[config.mk]
export PLATFORM = sky130hd
export DESIGN_NAME = lcd_subsys
export DESIGN_NICKNAME = d
export VERILOG_FILES = /design/src/rtl/lcd_pkg.sv /design/src/rtl/apb_pkg.sv /design/src/rtl/lcd_apb_regs.sv /design/src/rtl/cmd_fifo.sv /design/src/rtl/lcd_ctrl.sv /design/src/rtl/lcd_subsys.sv
export SDC_FILE = /design/constraint.sdc
export NUM_CORES = 1
export LEC_CHECK = 0
export CORE_AREA = 2 2 126 128
export CTS_CLUSTER_SIZE = 10
export DETAILED_ROUTE_END_ITERATION = 7
export DIE_AREA = 0 0 128 130
export DONT_BUFFER_PORTS = 1
export GPL_TIMING_DRIVEN = 0
export PLACE_DENSITY = 0.53
export SETUP_SLACK_MARGIN = 0.05
export SLEW_MARGIN = 20
export SYNTH_ARGS = -nofsm -noshare
export SYNTH_HDL_FRONTEND = slang
export SYNTH_HIERARCHICAL = 1
export SYNTH_SLANG_ARGS = --single-unit
[constraint.sdc]
create_clock -name clk -period 2.55 [get_ports clk]
set_input_delay 0 -clock clk [delete_from_list [all_inputs] [get_ports clk]]
set_output_delay 0 -clock clk [all_outputs]
set_load 0.005 [all_outputs]
[src/rtl/lcd_pkg.sv]
package lcd_pkg;

	// display configuration word, msb first
	typedef struct packed {
		logic lines;      // 1 = two display lines
		logic font;       // 1 = 5x10 dot font
		logic display_on;
		logic cursor_on;
		logic blink;      // blink at cursor position
		logic inc_dec;    // 1 = address increments
		logic shift;      // display shifts on entry
	} lcd_cfg_t;

	// one transfer on the parallel bus
	typedef struct packed {
		logic       rs;   // 0 = instruction, 1 = data
		logic       rw;   // passed to the pin only
		logic [7:0] data;
	} lcd_cmd_t;

	// pins toward the display
	typedef struct packed {
		logic       e;
		logic       rs;
		logic       rw;
		logic [7:0] data;
	} lcd_pins_t;

	// power-up delay before the first init command
	localparam int POWERUP_US = 500;
	// minimum length of one command cycle
	localparam int CMD_CYCLE_US = 50;
	// enable pulse window inside a command cycle
	localparam int EN_START_US = 1;
	localparam int EN_END_US = 14;
	// settle time after clear
	localparam int CLEAR_WAIT_US = 200;
	// settle time after entry mode set
	localparam int ENTRY_WAIT_US = 100;
	// e high time of each init command
	localparam int INIT_PULSE_US = 10;

endpackage

[src/rtl/apb_pkg.sv]
package apb_pkg;

	// requester side of the bus
	typedef struct packed {
		logic        psel;
		logic        penable;
		logic        pwrite;
		logic [3:0]  paddr;   // byte offset in the register window
		logic [31:0] pwdata;
	} apb_req_t;

	// completer side
	typedef struct packed {
		logic [31:0] prdata;
		logic        pready;
		logic        pslverr;
	} apb_rsp_t;

	localparam logic [3:0] REG_CFG = 4'd0;    // display configuration
	localparam logic [3:0] REG_CTRL = 4'd4;   // bit 0 starts init
	localparam logic [3:0] REG_CMD = 4'd8;    // rs, rw, data in bits 9..0
	localparam logic [3:0] REG_STATUS = 4'd12;

endpackage

[src/rtl/lcd_apb_regs.sv]
`timescale 1ns/1ps

module lcd_apb_regs #(
	parameter int FIFO_DEPTH = 4
) (
	input  logic                      clk,
	input  logic                      rst,
	input  apb_pkg::apb_req_t         req,
	input  logic                      fifo_full,
	input  logic [$clog2(FIFO_DEPTH):0] fifo_level,
	input  logic                      init_done,
	input  logic                      busy,
	output apb_pkg::apb_rsp_t         rsp,
	output lcd_pkg::lcd_cfg_t         cfg,
	output logic                      start,
	output logic                      push,
	output lcd_pkg::lcd_cmd_t         push_data
);
	localparam int LVL_W = $clog2(FIFO_DEPTH) + 1;

	logic        setup;
	logic        access;
	logic        wr_access;
	logic        sel_cfg;
	logic        sel_ctrl;
	logic        sel_cmd;
	logic        sel_status;
	logic        sel_known;
	logic        init_running;
	logic [31:0] status_word;
	logic [31:0] rd_mux;
	logic [31:0] rdata_q;

	assign setup = req.psel && !req.penable;
	assign access = req.psel && req.penable;
	assign wr_access = access && req.pwrite;

	assign sel_cfg = (req.paddr == apb_pkg::REG_CFG);
	assign sel_ctrl = (req.paddr == apb_pkg::REG_CTRL);
	assign sel_cmd = (req.paddr == apb_pkg::REG_CMD);
	assign sel_status = (req.paddr == apb_pkg::REG_STATUS);
	assign sel_known = sel_cfg || sel_ctrl || sel_cmd || sel_status;

	assign init_running = busy && !init_done; // busy before init completes

	assign start = wr_access && sel_ctrl && req.pwdata[0];
	assign push = wr_access && sel_cmd && !fifo_full; // full fifo drops the command
	assign push_data = lcd_pkg::lcd_cmd_t'(req.pwdata[9:0]);

	always_comb begin
		status_word = '0;
		status_word[0] = init_done;
		status_word[1] = busy;
		status_word[8 +: LVL_W] = fifo_level;
	end

	always_comb begin
		case (req.paddr)
			apb_pkg::REG_CFG:    rd_mux = 32'(cfg);
			apb_pkg::REG_STATUS: rd_mux = status_word;
			default:             rd_mux = '0; // ctrl and cmd are write-only
		endcase
	end

	// configuration is frozen while the init sequence reads it
	always_ff @(posedge clk) begin
		if (rst) begin
			cfg <= '0;
		end else if (wr_access && sel_cfg && !init_running) begin
			cfg <= lcd_pkg::lcd_cfg_t'(req.pwdata[6:0]);
		end
	end

	// read data captured at setup, stable through the access cycle
	always_ff @(posedge clk) begin
		if (setup && !req.pwrite) begin
			rdata_q <= rd_mux;
		end
	end

	always_comb begin
		rsp.prdata = rdata_q;
		rsp.pready = 1'b1; // no wait states
		rsp.pslverr = wr_access && ((sel_cmd && fifo_full) ||
			(sel_cfg && init_running) || !sel_known);
	end

	// an access cycle always follows its setup cycle
	a_err_in_access: assert property (@(posedge clk) disable iff (rst)
		rsp.pslverr |-> (req.psel && req.penable && $past(setup)));

endmodule

[src/rtl/cmd_fifo.sv]
`timescale 1ns/1ps

module cmd_fifo #(
	parameter int FIFO_DEPTH = 4
) (
	input  logic                        clk,
	input  logic                        rst,
	input  logic                        push,
	input  lcd_pkg::lcd_cmd_t           push_data,
	input  logic                        pop,
	output logic                        valid,
	output lcd_pkg::lcd_cmd_t           data,
	output logic                        full,
	output logic [$clog2(FIFO_DEPTH):0] level
);
	localparam int PTR_W = $clog2(FIFO_DEPTH);

	lcd_pkg::lcd_cmd_t mem [FIFO_DEPTH];
	logic [PTR_W-1:0]  wr_ptr;
	logic [PTR_W-1:0]  rd_ptr;
	logic [PTR_W:0]    count;

	always_ff @(posedge clk) begin
		if (push) begin
			mem[wr_ptr] <= push_data;
		end
	end

	// pointers wrap naturally, depth is a power of two
	always_ff @(posedge clk) begin
		if (rst) begin
			wr_ptr <= '0;
			rd_ptr <= '0;
			count <= '0;
		end else begin
			if (push) begin
				wr_ptr <= wr_ptr + 1'b1;
			end
			if (pop) begin
				rd_ptr <= rd_ptr + 1'b1;
			end
			case ({push, pop})
				2'b10:   count <= count + 1'b1;
				2'b01:   count <= count - 1'b1;
				default: count <= count; // both or neither
			endcase
		end
	end

	assign data = mem[rd_ptr]; // head visible one cycle after push
	assign valid = (count != '0);
	assign full = (count == (PTR_W + 1)'(FIFO_DEPTH));
	assign level = count;

	a_no_overflow: assert property (@(posedge clk) disable iff (rst)
		push |-> !full);
	a_no_underflow: assert property (@(posedge clk) disable iff (rst)
		pop |-> valid);

endmodule

[src/rtl/lcd_ctrl.sv]
`timescale 1ns/1ps

module lcd_ctrl #(
	parameter int CLK_PER_US = 50
) (
	input  logic               clk,
	input  logic               rst,
	input  lcd_pkg::lcd_cfg_t  cfg,
	input  logic               start,
	input  logic               valid,
	input  lcd_pkg::lcd_cmd_t  data,
	output logic               pop,
	output lcd_pkg::lcd_pins_t pins,
	output logic               init_done,
	output logic               busy
);
	localparam int DIV_W = (CLK_PER_US > 1) ? $clog2(CLK_PER_US) : 1;
	localparam int CNT_W = 10; // init runs up to 940 us

	// init timeline in us, counted from the start pulse
	localparam logic [CNT_W-1:0] FS_ON = CNT_W'(lcd_pkg::POWERUP_US);
	localparam logic [CNT_W-1:0] FS_OFF = FS_ON + CNT_W'(lcd_pkg::INIT_PULSE_US);
	localparam logic [CNT_W-1:0] DC_ON = FS_OFF + CNT_W'(lcd_pkg::CMD_CYCLE_US);
	localparam logic [CNT_W-1:0] DC_OFF = DC_ON + CNT_W'(lcd_pkg::INIT_PULSE_US);
	localparam logic [CNT_W-1:0] CL_ON = DC_OFF + CNT_W'(lcd_pkg::CMD_CYCLE_US);
	localparam logic [CNT_W-1:0] CL_OFF = CL_ON + CNT_W'(lcd_pkg::INIT_PULSE_US);
	localparam logic [CNT_W-1:0] EM_ON = CL_OFF + CNT_W'(lcd_pkg::CLEAR_WAIT_US);
	localparam logic [CNT_W-1:0] EM_OFF = EM_ON + CNT_W'(lcd_pkg::INIT_PULSE_US);
	localparam logic [CNT_W-1:0] INIT_END = EM_OFF + CNT_W'(lcd_pkg::ENTRY_WAIT_US);

	// command cycle timeline in us
	localparam logic [CNT_W-1:0] EN_ON = CNT_W'(lcd_pkg::EN_START_US);
	localparam logic [CNT_W-1:0] EN_OFF = CNT_W'(lcd_pkg::EN_END_US);
	localparam logic [CNT_W-1:0] CYCLE_END = CNT_W'(lcd_pkg::CMD_CYCLE_US);

	typedef enum logic [1:0] {
		ST_OFF,
		ST_INIT,
		ST_IDLE,
		ST_CMD
	} state_t;

	state_t             state;
	logic [DIV_W-1:0]   us_div;
	logic [CNT_W-1:0]   us_cnt;
	logic               us_tick;
	lcd_pkg::lcd_cmd_t  cmd_q;
	logic [7:0]         init_byte;
	logic               init_e;

	assign us_tick = (us_div == DIV_W'(CLK_PER_US - 1)); // last cycle of a us
	assign busy = (state == ST_INIT) || (state == ST_CMD);
	assign pop = (state == ST_IDLE) && init_done && valid;

	// microsecond counter, held at zero while not busy
	always_ff @(posedge clk) begin
		if (rst || !busy) begin
			us_div <= '0;
			us_cnt <= '0;
		end else if (us_tick) begin
			us_div <= '0;
			us_cnt <= us_cnt + 1'b1;
		end else begin
			us_div <= us_div + 1'b1;
		end
	end

	always_ff @(posedge clk) begin
		if (rst) begin
			state <= ST_OFF;
			init_done <= 1'b0;
		end else begin
			case (state)
				ST_OFF: begin
					if (start) begin
						state <= ST_INIT;
					end
				end
				ST_INIT: begin
					if (us_tick && us_cnt == INIT_END - 1'b1) begin
						state <= ST_IDLE;
						init_done <= 1'b1;
					end
				end
				ST_IDLE: begin
					if (pop) begin
						state <= ST_CMD;
					end
				end
				default: begin
					// hold the bus for the full cycle
					if (us_tick && us_cnt == CYCLE_END - 1'b1) begin
						state <= ST_IDLE;
					end
				end
			endcase
		end
	end

	always_ff @(posedge clk) begin
		if (pop) begin
			cmd_q <= data; // head taken with the pop
		end
	end

	// init instruction bytes built from the live configuration
	always_comb begin
		init_byte = 8'h00;
		init_e = 1'b0;
		if (us_cnt >= FS_ON && us_cnt < FS_OFF) begin
			init_byte = {4'b0011, cfg.lines, cfg.font, 2'b00}; // function set, 8-bit bus
			init_e = 1'b1;
		end else if (us_cnt >= DC_ON && us_cnt < DC_OFF) begin
			init_byte = {5'b00001, cfg.display_on, cfg.cursor_on, cfg.blink};
			init_e = 1'b1;
		end else if (us_cnt >= CL_ON && us_cnt < CL_OFF) begin
			init_byte = 8'h01; // clear
			init_e = 1'b1;
		end else if (us_cnt >= EM_ON && us_cnt < EM_OFF) begin
			init_byte = {6'b000001, cfg.inc_dec, cfg.shift}; // entry mode
			init_e = 1'b1;
		end
	end

	always_comb begin
		pins = '0; // bus parked low in off and idle
		case (state)
			ST_INIT: begin
				pins.e = init_e;
				pins.data = init_byte;
			end
			ST_CMD: begin
				pins.rs = cmd_q.rs;
				pins.rw = cmd_q.rw;
				pins.data = cmd_q.data;
				pins.e = (us_cnt >= EN_ON) && (us_cnt < EN_OFF);
			end
			default: begin
			end
		endcase
	end

	// command word held on the bus until the return to idle
	a_cmd_hold: assert property (@(posedge clk) disable iff (rst)
		(state == ST_CMD) |=> (state == ST_IDLE) || (state == ST_CMD && $stable(cmd_q)));
	// e has already fallen when the bus parks
	a_e_quiet: assert property (@(posedge clk) disable iff (rst)
		(state == ST_OFF || state == ST_IDLE) |-> !pins.e && !$past(pins.e));

endmodule

[src/rtl/lcd_subsys.sv]
`timescale 1ns/1ps

module lcd_subsys #(
	parameter int CLK_PER_US = 50,
	parameter int FIFO_DEPTH = 4
) (
	input  logic               clk,
	input  logic               rst,
	input  apb_pkg::apb_req_t  apb_req,
	output apb_pkg::apb_rsp_t  apb_rsp,
	output lcd_pkg::lcd_pins_t lcd
);
	localparam int LVL_W = $clog2(FIFO_DEPTH) + 1;

	lcd_pkg::lcd_cfg_t cfg;
	lcd_pkg::lcd_cmd_t push_data;
	lcd_pkg::lcd_cmd_t fifo_data;
	logic              start;
	logic              push;
	logic              pop;
	logic              fifo_full;
	logic              fifo_valid;
	logic [LVL_W-1:0]  fifo_level;
	logic              init_done;
	logic              busy;

	lcd_apb_regs #(
		.FIFO_DEPTH(FIFO_DEPTH)
	) u_regs (
		.clk        (clk),
		.rst        (rst),
		.req        (apb_req),
		.fifo_full  (fifo_full),
		.fifo_level (fifo_level),
		.init_done  (init_done),
		.busy       (busy),
		.rsp        (apb_rsp),
		.cfg        (cfg),
		.start      (start),
		.push       (push),
		.push_data  (push_data)
	);

	cmd_fifo #(
		.FIFO_DEPTH(FIFO_DEPTH)
	) u_fifo (
		.clk        (clk),
		.rst        (rst),
		.push       (push),
		.push_data  (push_data),
		.pop        (pop),
		.valid      (fifo_valid),
		.data       (fifo_data),
		.full       (fifo_full),
		.level      (fifo_level)
	);

	lcd_ctrl #(
		.CLK_PER_US(CLK_PER_US)
	) u_ctrl (
		.clk        (clk),
		.rst        (rst),
		.cfg        (cfg),
		.start      (start),
		.valid      (fifo_valid),
		.data       (fifo_data),
		.pop        (pop),
		.pins       (lcd),
		.init_done  (init_done),
		.busy       (busy)
	);

endmodule

==> results of run 1 <==
[synthesized netlist by cell type (5+ instances only)]
library cell,count
or2b_1,8
inv_1,10
clkbuf_1,5
xnor2_1,7
edfxtp_1,60
buf_4,34
and2_2,5
and2_1,9
nor2_1,33
nand2b_1,7
nand3_1,10
ha_1,11
dfxtp_1,35
mux4_2,10
nand4_1,6
mux2i_1,9
a21oi_1,11
o21ai_0,6
and3_1,7
xor2_1,11
nand2_1,18
[flip-flops by register name, indices dropped and copies added (netlist names), named ones only]
| register | count |
|---|---|
| u_ctrl/cmd_q | 10 |
| u_ctrl/init_done | 1 |
| u_ctrl/state | 2 |
| u_ctrl/us_cnt | 10 |
| u_ctrl/us_div | 6 |
| u_fifo/level | 3 |
| u_fifo/mem | 40 |
| u_fifo/rd_ptr | 2 |
| u_fifo/wr_ptr | 2 |
| u_regs/cfg | 7 |
| u_regs/rdata_q | 10 |
[worst max path at each step]
stage	start	end	depth (start not counted)
CTS	u_fifo/level[0]$_SDFFE_PP0P_	u_fifo/level[2]$_SDFFE_PP0P_	8
detailed placement	u_fifo/level[0]$_SDFFE_PP0P_	u_fifo/level[2]$_SDFFE_PP0P_	8
global placement	u_fifo/level[0]$_SDFFE_PP0P_	u_fifo/level[2]$_SDFFE_PP0P_	8
finish	u_fifo/level[1]$_SDFFE_PP0P_	u_fifo/level[2]$_SDFFE_PP0P_	8
floorplan	u_fifo/level[0]$_SDFFE_PP0P_	u_fifo/level[2]$_SDFFE_PP0P_	8
global route	u_fifo/level[0]$_SDFFE_PP0P_	u_fifo/level[2]$_SDFFE_PP0P_	8
[routing by layer]
| layer | wire, µm | GRT usage |
|---|---|---|
| met5 | 13 | 0 |
| met4 | 117 | 0.0381 |
| met3 | 529 | 0.0431 |
| met2 | 4300 | 0.189 |
| met1 | 3920 | 0.134 |
[critical path: cells and delay by family (launching register included)]
family | cells | cell delay (ns)
AO/OA/AOI/OAI | 1 | 0.15
XOR/XNOR | 1 | 0.14
adder cells (fa/ha/maj) | 2 | 0.60
flip-flops | 1 | 0.35
AND/OR/NAND/NOR | 4 | 0.93
[logic make-up (layout without fill, tap and decap cells)]
kind of cell	count (synthesis)	in the layout
AOI/OAI and AO/OA	32	32
buffers and inverters	58	92
adders and majority gates	12	12
and+or+nand+nor	131	131
other	2	24
DFF	95	95
muxes	19	19
xor gates and xnor gates	18	18
[power by group through the flow]
| stage | Clock (W) | Sequential (W) | Combinational [W] |
|---|---|---|---|
| floorplan | 0 | 0.00167 | 0.0000657 |
| global placement | 0 | 0.00167 | 0.0000715 |
| detailed placement | 0 | 0.00167 | 0.0000741 |
| CTS | 0.00128 | 0.00163 | 0.0000980 |
| global route | 0.00134 | 0.00163 | 0.000109 |
| finish | 0.00124 | 0.00163 | 0.0000994 |
[layout by cell type (no fill, tap or decap), types with 9 or more instances in the layout]
master	n
buf_4	38
nor2_1	33
xor2_1	11
mux2i_1	9
clkbuf_16	9
mux4_2	10
a21oi_1	11
nand3_1	10
inv_1	10
ha_1	11
and2_1	9
nand2_1	18
dlygate4sd3_1	14
conb_1	23
edfxtp_1	60
dfxtp_1	35
[cell type report]
class / instances / share of cell area
sequential: 95 / 0.473
multi-input combinational: 235 / 0.326
buffer: 48 / 0.0650
tap: 192 / 0.0454
clock buffer: 11 / 0.0440
timing repair buffer: 18 / 0.0321
clock inverter: 5 / 0.00733
inverter: 10 / 0.00709
antenna: 1 / 0.000473
[metrics by stage]
| stage | std cells | instance area (µm²) | hold WS, ns | worst slack, ns | power, W |
|---|---|---|---|---|---|
| after floorplan | 388 | 4590 | 0.0724 | 0.280 | 0.00173 |
| after global placement | 580 | 4830 | 0.0752 | -0.000553 | 0.00174 |
| after detailed placement | 580 | 4830 | 0.0772 | -0.0843 | 0.00174 |
| after CTS | 610 | 5260 | 0.0243 | 0.0986 | 0.00301 |
| after global routing | 615 | 5290 | 0.0298 | 0.171 | 0.00308 |
| final | 615 | 5290 | 0.0374 | 0.300 | 0.00297 |
[what timing repair did]
action,in CTS,in global routing
setup buffers,0,4
endpoints found under the setup margin,2,1
hold buffers,14,0
resized for setup,2,0
endpoints found under the hold margin,66,0
pin swaps,0,2
==> metrics.md, run 1 <==
| Metric | Value |
|---|---|
| Hold Crit Endpoint | `u_regs/rdata_q[3]$_DFFE_PP_` |
| Mapped cell area | `roughly 4500 µm²` |
| Peak supply drop | `approximately 320 µV` |
| Num rows | `46` |
| RSZ-0062 raised after global routing | `false` |
| CTS tree | `done` |
| EDFF count, synth | `60` |
| WL/cell | `roughly 14 µm` |
| Worst hold stages | `2` |
| Multi-input gate area | `approximately 1700 µm²` |
| Setup TNS after final layout | `0 ns` |
| HP Class | `in -> reg` |
| Clock power share | `0.417` |
| Most used cell, CP | `or3_1` |
| Crit path capture type | `register` |
| Slew margin rel. | `0.627` |
| DP HPWL | `about 6500 µm` |
| Synth Area in Compound Gates | `0.0445` |
| GR Overflow Total | `0` |
| Worst R2R Path Depth | `8` |
| Die width | `~130 µm` |
| Max Cap Viol | `0` |
| CP Class | `reg -> reg` |
| Distinct cells, synth | `54` |
| Yosys reg bits | `95` |
| CTS buffer count | `9` |
| CP Cell Sequence | `or3_1, nand2_1, nor3_4, ha_1, fa_1, xnor2_1, or3_1, a21oi_1` |
| Largest net degree at the start of global routing | `18` |
| Syn Inst Count | `367` |
| CTS Root Cell | `clkbuf_16` |
| Crit path DAT | `2.53 ns` |
| Pre-antenna DRT Iters | `4` |
| DR vias/cell | `about 4.4` |
| Clock Path Buffers | `2` |
| Routed Antenna Nets | `0` |
| FF/Latch Area | `approximately 2500 µm²` |
| Final setup viols | `0` |
| Clock Sinks | `95` |
| Die H | `130 µm` |
| Initial antenna violation count | `2` |
| Later-pin clock latency in the skew report | `0.34 ns` |
| Leading area contributor after synthesis | `edfxtp_1` |
| Leak pwr | `1.87 nW` |
| Layout fillers | `about 1,500` |
| Setup crit start kind | `register` |
| Combinational Power Share | `0.033` |
| Input/output buffers | `0` |
| Avg Cell Area, Syn | `approximately 12 µm²` |
| CP max stage cell | `or3_1` |
| Largest stage delay on the critical path | `about 0.38 ns` |
| Max Fanout on Critical Path | `5` |
| Data required, critical path | `2.83 ns` |
| WL final | `between 8000 and 9000 µm` |
| Cell Int Power | `between 0.002 and 0.0025 W` |
| Max Freq | `444 MHz` |
| Share of layout cells above drive strength 1 | `0.216` |
| Synth async-reset ratio | `0` |
| Clk_skew | `0.00570 ns` |
| Largest family of logic cells by synthesized area | `simple AND/OR/NAND/NOR gates` |
| Min-delay src | `apb_req[32]` |
| Yosys top cell area share | `0.400` |
| Tmin final | `around 2.2 ns` |
| DRC | `0` |
| Vias | `2,705` |
| Reg power frac | `0.550` |
| Status | `finished clean` |
| Worst-Margin Slew | `~0.56 ns` |
| Seq/Total Area, Yosys | `0.556` |
| FF-to-FF setup slack | `approximately 0.3 ns` |
| GRT Total Usage | `0.113` |
| RR Endpoint | `u_fifo/level[2]$_SDFFE_PP0P_` |
| Synth top area cells | `edfxtp_1, dfxtp_1, buf_4` |
| YS warnings | `6` |
| Mux contribution to synthesized area | `0.0701` |
| Clock transition at path regs | `approximately 0.070 ns` |
| Die ar. | `between 15,000 and 20,000 µm²` |
| Core box area | `about 15,000 µm²` |
| Area Overhead vs Synth | `17.7%` |
| Cell Pwr Density | `around 560 nW/µm²` |
| Vias in the first global route | `approximately 2,700` |
| Nets | `470` |
| Post-layout util | `0.343` |
| Post-Synth Simple-Gate Area | `0.173` |
| Period utilization | `0.882` |
| Iter 0 DRT Violations | `107` |
| Xor/xnor share of the synthesized area | `0.0350` |
| Count of final hold-check violations | `0` |
| GP Congestion | `0.817` |
| Post-synth top flop | `edfxtp_1` |
| Fin. max-slew vios | `0` |
| First-pass GRT wire length | `14,100 µm` |
| Synth Area in Adders | `0.0350` |
| Initial Utilization | `0.292` |
| H-tree levels | `3` |
| Switching share of power | `0.207` |
| Reg2reg start | `u_fifo/level[1]$_SDFFE_PP0P_` |
| Number of I/O pins | `86` |
| Psw | `0.000614 W` |
(Power assumes the default switching activity.)
==> run 2, diff against run 1 <==
MAX_ROUTING_LAYER = met4   (was not set)
clock period = 1.85 ns   (was 2.55 ns; I/O delays follow)
==> metrics.md, run 2 (synthesized netlist as in run 1, its figures left out) <==
| Metric | Value |
|---|---|
| Clock Sinks | `between 90 and 100` |
| Worst Setup SP | `u_fifo/level[1]$_SDFFE_PP0P_` |
| Share of layout cells above drive strength 1 | `0.339` |
| Switching share of power | `0.216` |
| Max Freq | `480 MHz` |
| Clock transition at path regs | `0.06 ns` |
| FF/Latch Area | `approximately 2500 µm²` |
| Crit path DAT | `between 2 and 2.5 ns` |
| Later-pin clock latency in the skew report | `about 0.35 ns` |
| Commonest non-fill, non-tap cells in the layout | `edfxtp_1, buf_4, nor2_1, dfxtp_1, conb_1` |
| Clk_skew | `about 0.0074 ns` |
| Worst-Margin Slew | `between 0.7 and 0.8 ns` |
| Reg2reg start | `u_fifo/level[1]$_SDFFE_PP0P_` |
| Reg power frac | `0.541` |
| Core box area | `between 15,000 and 20,000 µm²` |
| Setup TNS after final layout | `-0.235 ns` |
| H-tree levels | `3` |
| Post-DP Area | `between 4000 and 5000 µm²` |
| Psw | `between 0.0009 and 0.001 W` |
| Routed Antenna Nets | `0` |
| Status | `complete, but fails checks` |
| DR vias/cell | `4.44` |
| CP Class | `reg -> reg` |
| Met1 wire length | `approximately 4300 µm` |
| Min-delay src | `apb_req[32]` |
| Die width | `around 130 µm` |
| Vias | `2,787` |
| DR WL met2 | `around 4400 µm` |
| Final setup viols | `1` |
| Cell Pwr Density | `between 700 and 800 nW/µm²` |
| Die ar. | `16,600 µm²` |
| WL final | `9370 µm` |
| Data required, critical path | `2.13 ns` |
| Vias in the first global route | `around 2,700` |
| Leak pwr | `roughly 2.0 nW` |
| CTS Root Cell | `clkbuf_16` |
| Slew margin rel. | `0.489` |
| FF-to-FF setup slack | `-0.24 ns` |
| RR Endpoint | `u_fifo/level[2]$_SDFFE_PP0P_` |
| Area Overhead vs Synth | `24.1%` |
| DP HPWL | `roughly 6600 µm` |
| Period utilization | `1.13` |
| Input/output buffers | `0` |
| Hold Crit Endpoint | `u_regs/rdata_q[0]$_DFFE_PP_` |
| HP Class | `in -> reg` |
| Combinational Power Share | `0.033` |
| Most common cell after layout, fill and taps aside | `edfxtp_1` |
| Clock Path Buffers | `2` |
| Setup WS post-layout | `-0.235 ns` |
| GP Congestion | `between 0.8 and 0.9` |
| Tmin final | `around 2.1 ns` |
| Worst R2R Path Depth | `8` |
| Max Fanout on Critical Path | `3` |
| Layout fillers | `between 1,500 and 2,000` |
| Metal3 WL | `507 µm` |
| DRC | `0` |
| Cell Int Power | `approximately 0.0033 W` |
| Count of final hold-check violations | `0` |
| GRT Total Usage | `0.121` |
| Largest net degree at the start of global routing | `18` |
| Top sig layer | `met4` |
| Die H | `130 µm` |
| First-pass GRT wire length | `14,700 µm` |
| Failing checks | `setup timing` |
| Worst hold stages | `2` |
| GR Overflow Total | `0` |
| WL/cell | `14.9 µm` |
| Design Power | `between 0.004 and 0.005 W` |
| Clock power share | `0.426` |
| Max reg flops | `40` |
| Pre-antenna DRT Iters | `4` |
| RSZ-0062 raised after global routing | `true` |
| Iter 0 DRT Violations | `around 110` |
| Num rows | `46` |
| CTS tree | `done` |
| Max Cap Viol | `0` |
| Most flops, register | `u_fifo/mem` |
| Multi-input gate area | `about 1900 µm²` |
| Fin. max-slew vios | `0` |
| Nets | `about 480` |
| CTS buffer count | `9` |
| Initial antenna violation count | `1` |
| Crit path capture type | `register` |
| Setup crit start kind | `register` |
| Final Cell Area | `5580 µm²` |
| Initial Utilization | `0.292` |
| Number of I/O pins | `86` |
| Peak supply drop | `483 µV` |
[run 2: per-layer routing]
layer / global-route usage / vias up
li1: - / 1381
met1: 0.150 / 1330
met2: 0.186 / 62
met3: 0.0312 / 14
met4: 0.0614 / 0
met5: - / -
[run 2: power groups by stage]
stage / Sequential, W / Combinational [W] / Clock, W
2_1_floorplan: 0.00230 / 0.0000915 / 0
3_3_place_gp: 0.00230 / 0.0000992 / 0
3_5_place_dp: 0.00230 / 0.000103 / 0
4_1_cts: 0.00225 / 0.000134 / 0.00184
5_1_grt: 0.00225 / 0.000150 / 0.00192
6_report: 0.00225 / 0.000136 / 0.00177
[run 2: timing repair]
item | 4_1_cts | 5_1_grt
hold buffers | 13 | 0
setup endpoints to repair | 51 | 11
buffers inserted | 8 | 8
pin swaps | 10 | 7
gates cloned | 0 | 1
gates resized for setup | 31 | 24
hold endpoints to repair | 63 | 0
[run 2: through the flow]
step | cells | hold WS [ns] | util | worst slack [ns]
6_report | 628 | 0.0239 | 0.362 | -0.235
5_1_grt | 627 | 0.0165 | 0.362 | -0.335
4_1_cts | 617 | 0.0149 | 0.352 | -0.240
3_3_place_gp | 580 | 0.0755 | 0.316 | -0.446
2_1_floorplan | 388 | 0.0724 | - | -0.212
3_5_place_dp | 580 | 0.0782 | 0.316 | -0.527
[run 2: area by class of cell]
type | instances | area share
Clock buffer | 10 | 0.0410
Timing Repair Buffer | 30 | 0.0471
Inverter | 10 | 0.00672
Buffer | 48 | 0.0641
Sequential cell | 95 | 0.452
Antenna cell | 2 | 0.000896
Clock inverter | 6 | 0.00919
Multi-Input combinational cell | 235 | 0.336
Tap cell | 192 | 0.0430
[run 2: worst max-delay path, stage by stage, from the launching register on]
cell and delay, ns:
dfxtp_4 0.36, or3_1 0.38, nand2_2 0.12, nor3_4 0.05
ha_2 0.19, fa_2 0.33, xnor2_1 0.13, or3_1 0.33
a21oi_2 0.12
[run 2: how the worst max path moves through the flow]
stage	slack, ns	endpoint	depth (start not counted)
final	-0.24	u_fifo/level[2]$_SDFFE_PP0P_	8
after global routing	-0.34	u_fifo/level[2]$_SDFFE_PP0P_	8
after CTS	-0.24	u_fifo/level[2]$_SDFFE_PP0P_	8
after detailed placement	-0.53	u_fifo/level[2]$_SDFFE_PP0P_	8
after global placement	-0.45	u_fifo/level[2]$_SDFFE_PP0P_	8
after floorplan	-0.21	u_fifo/level[2]$_SDFFE_PP0P_	8
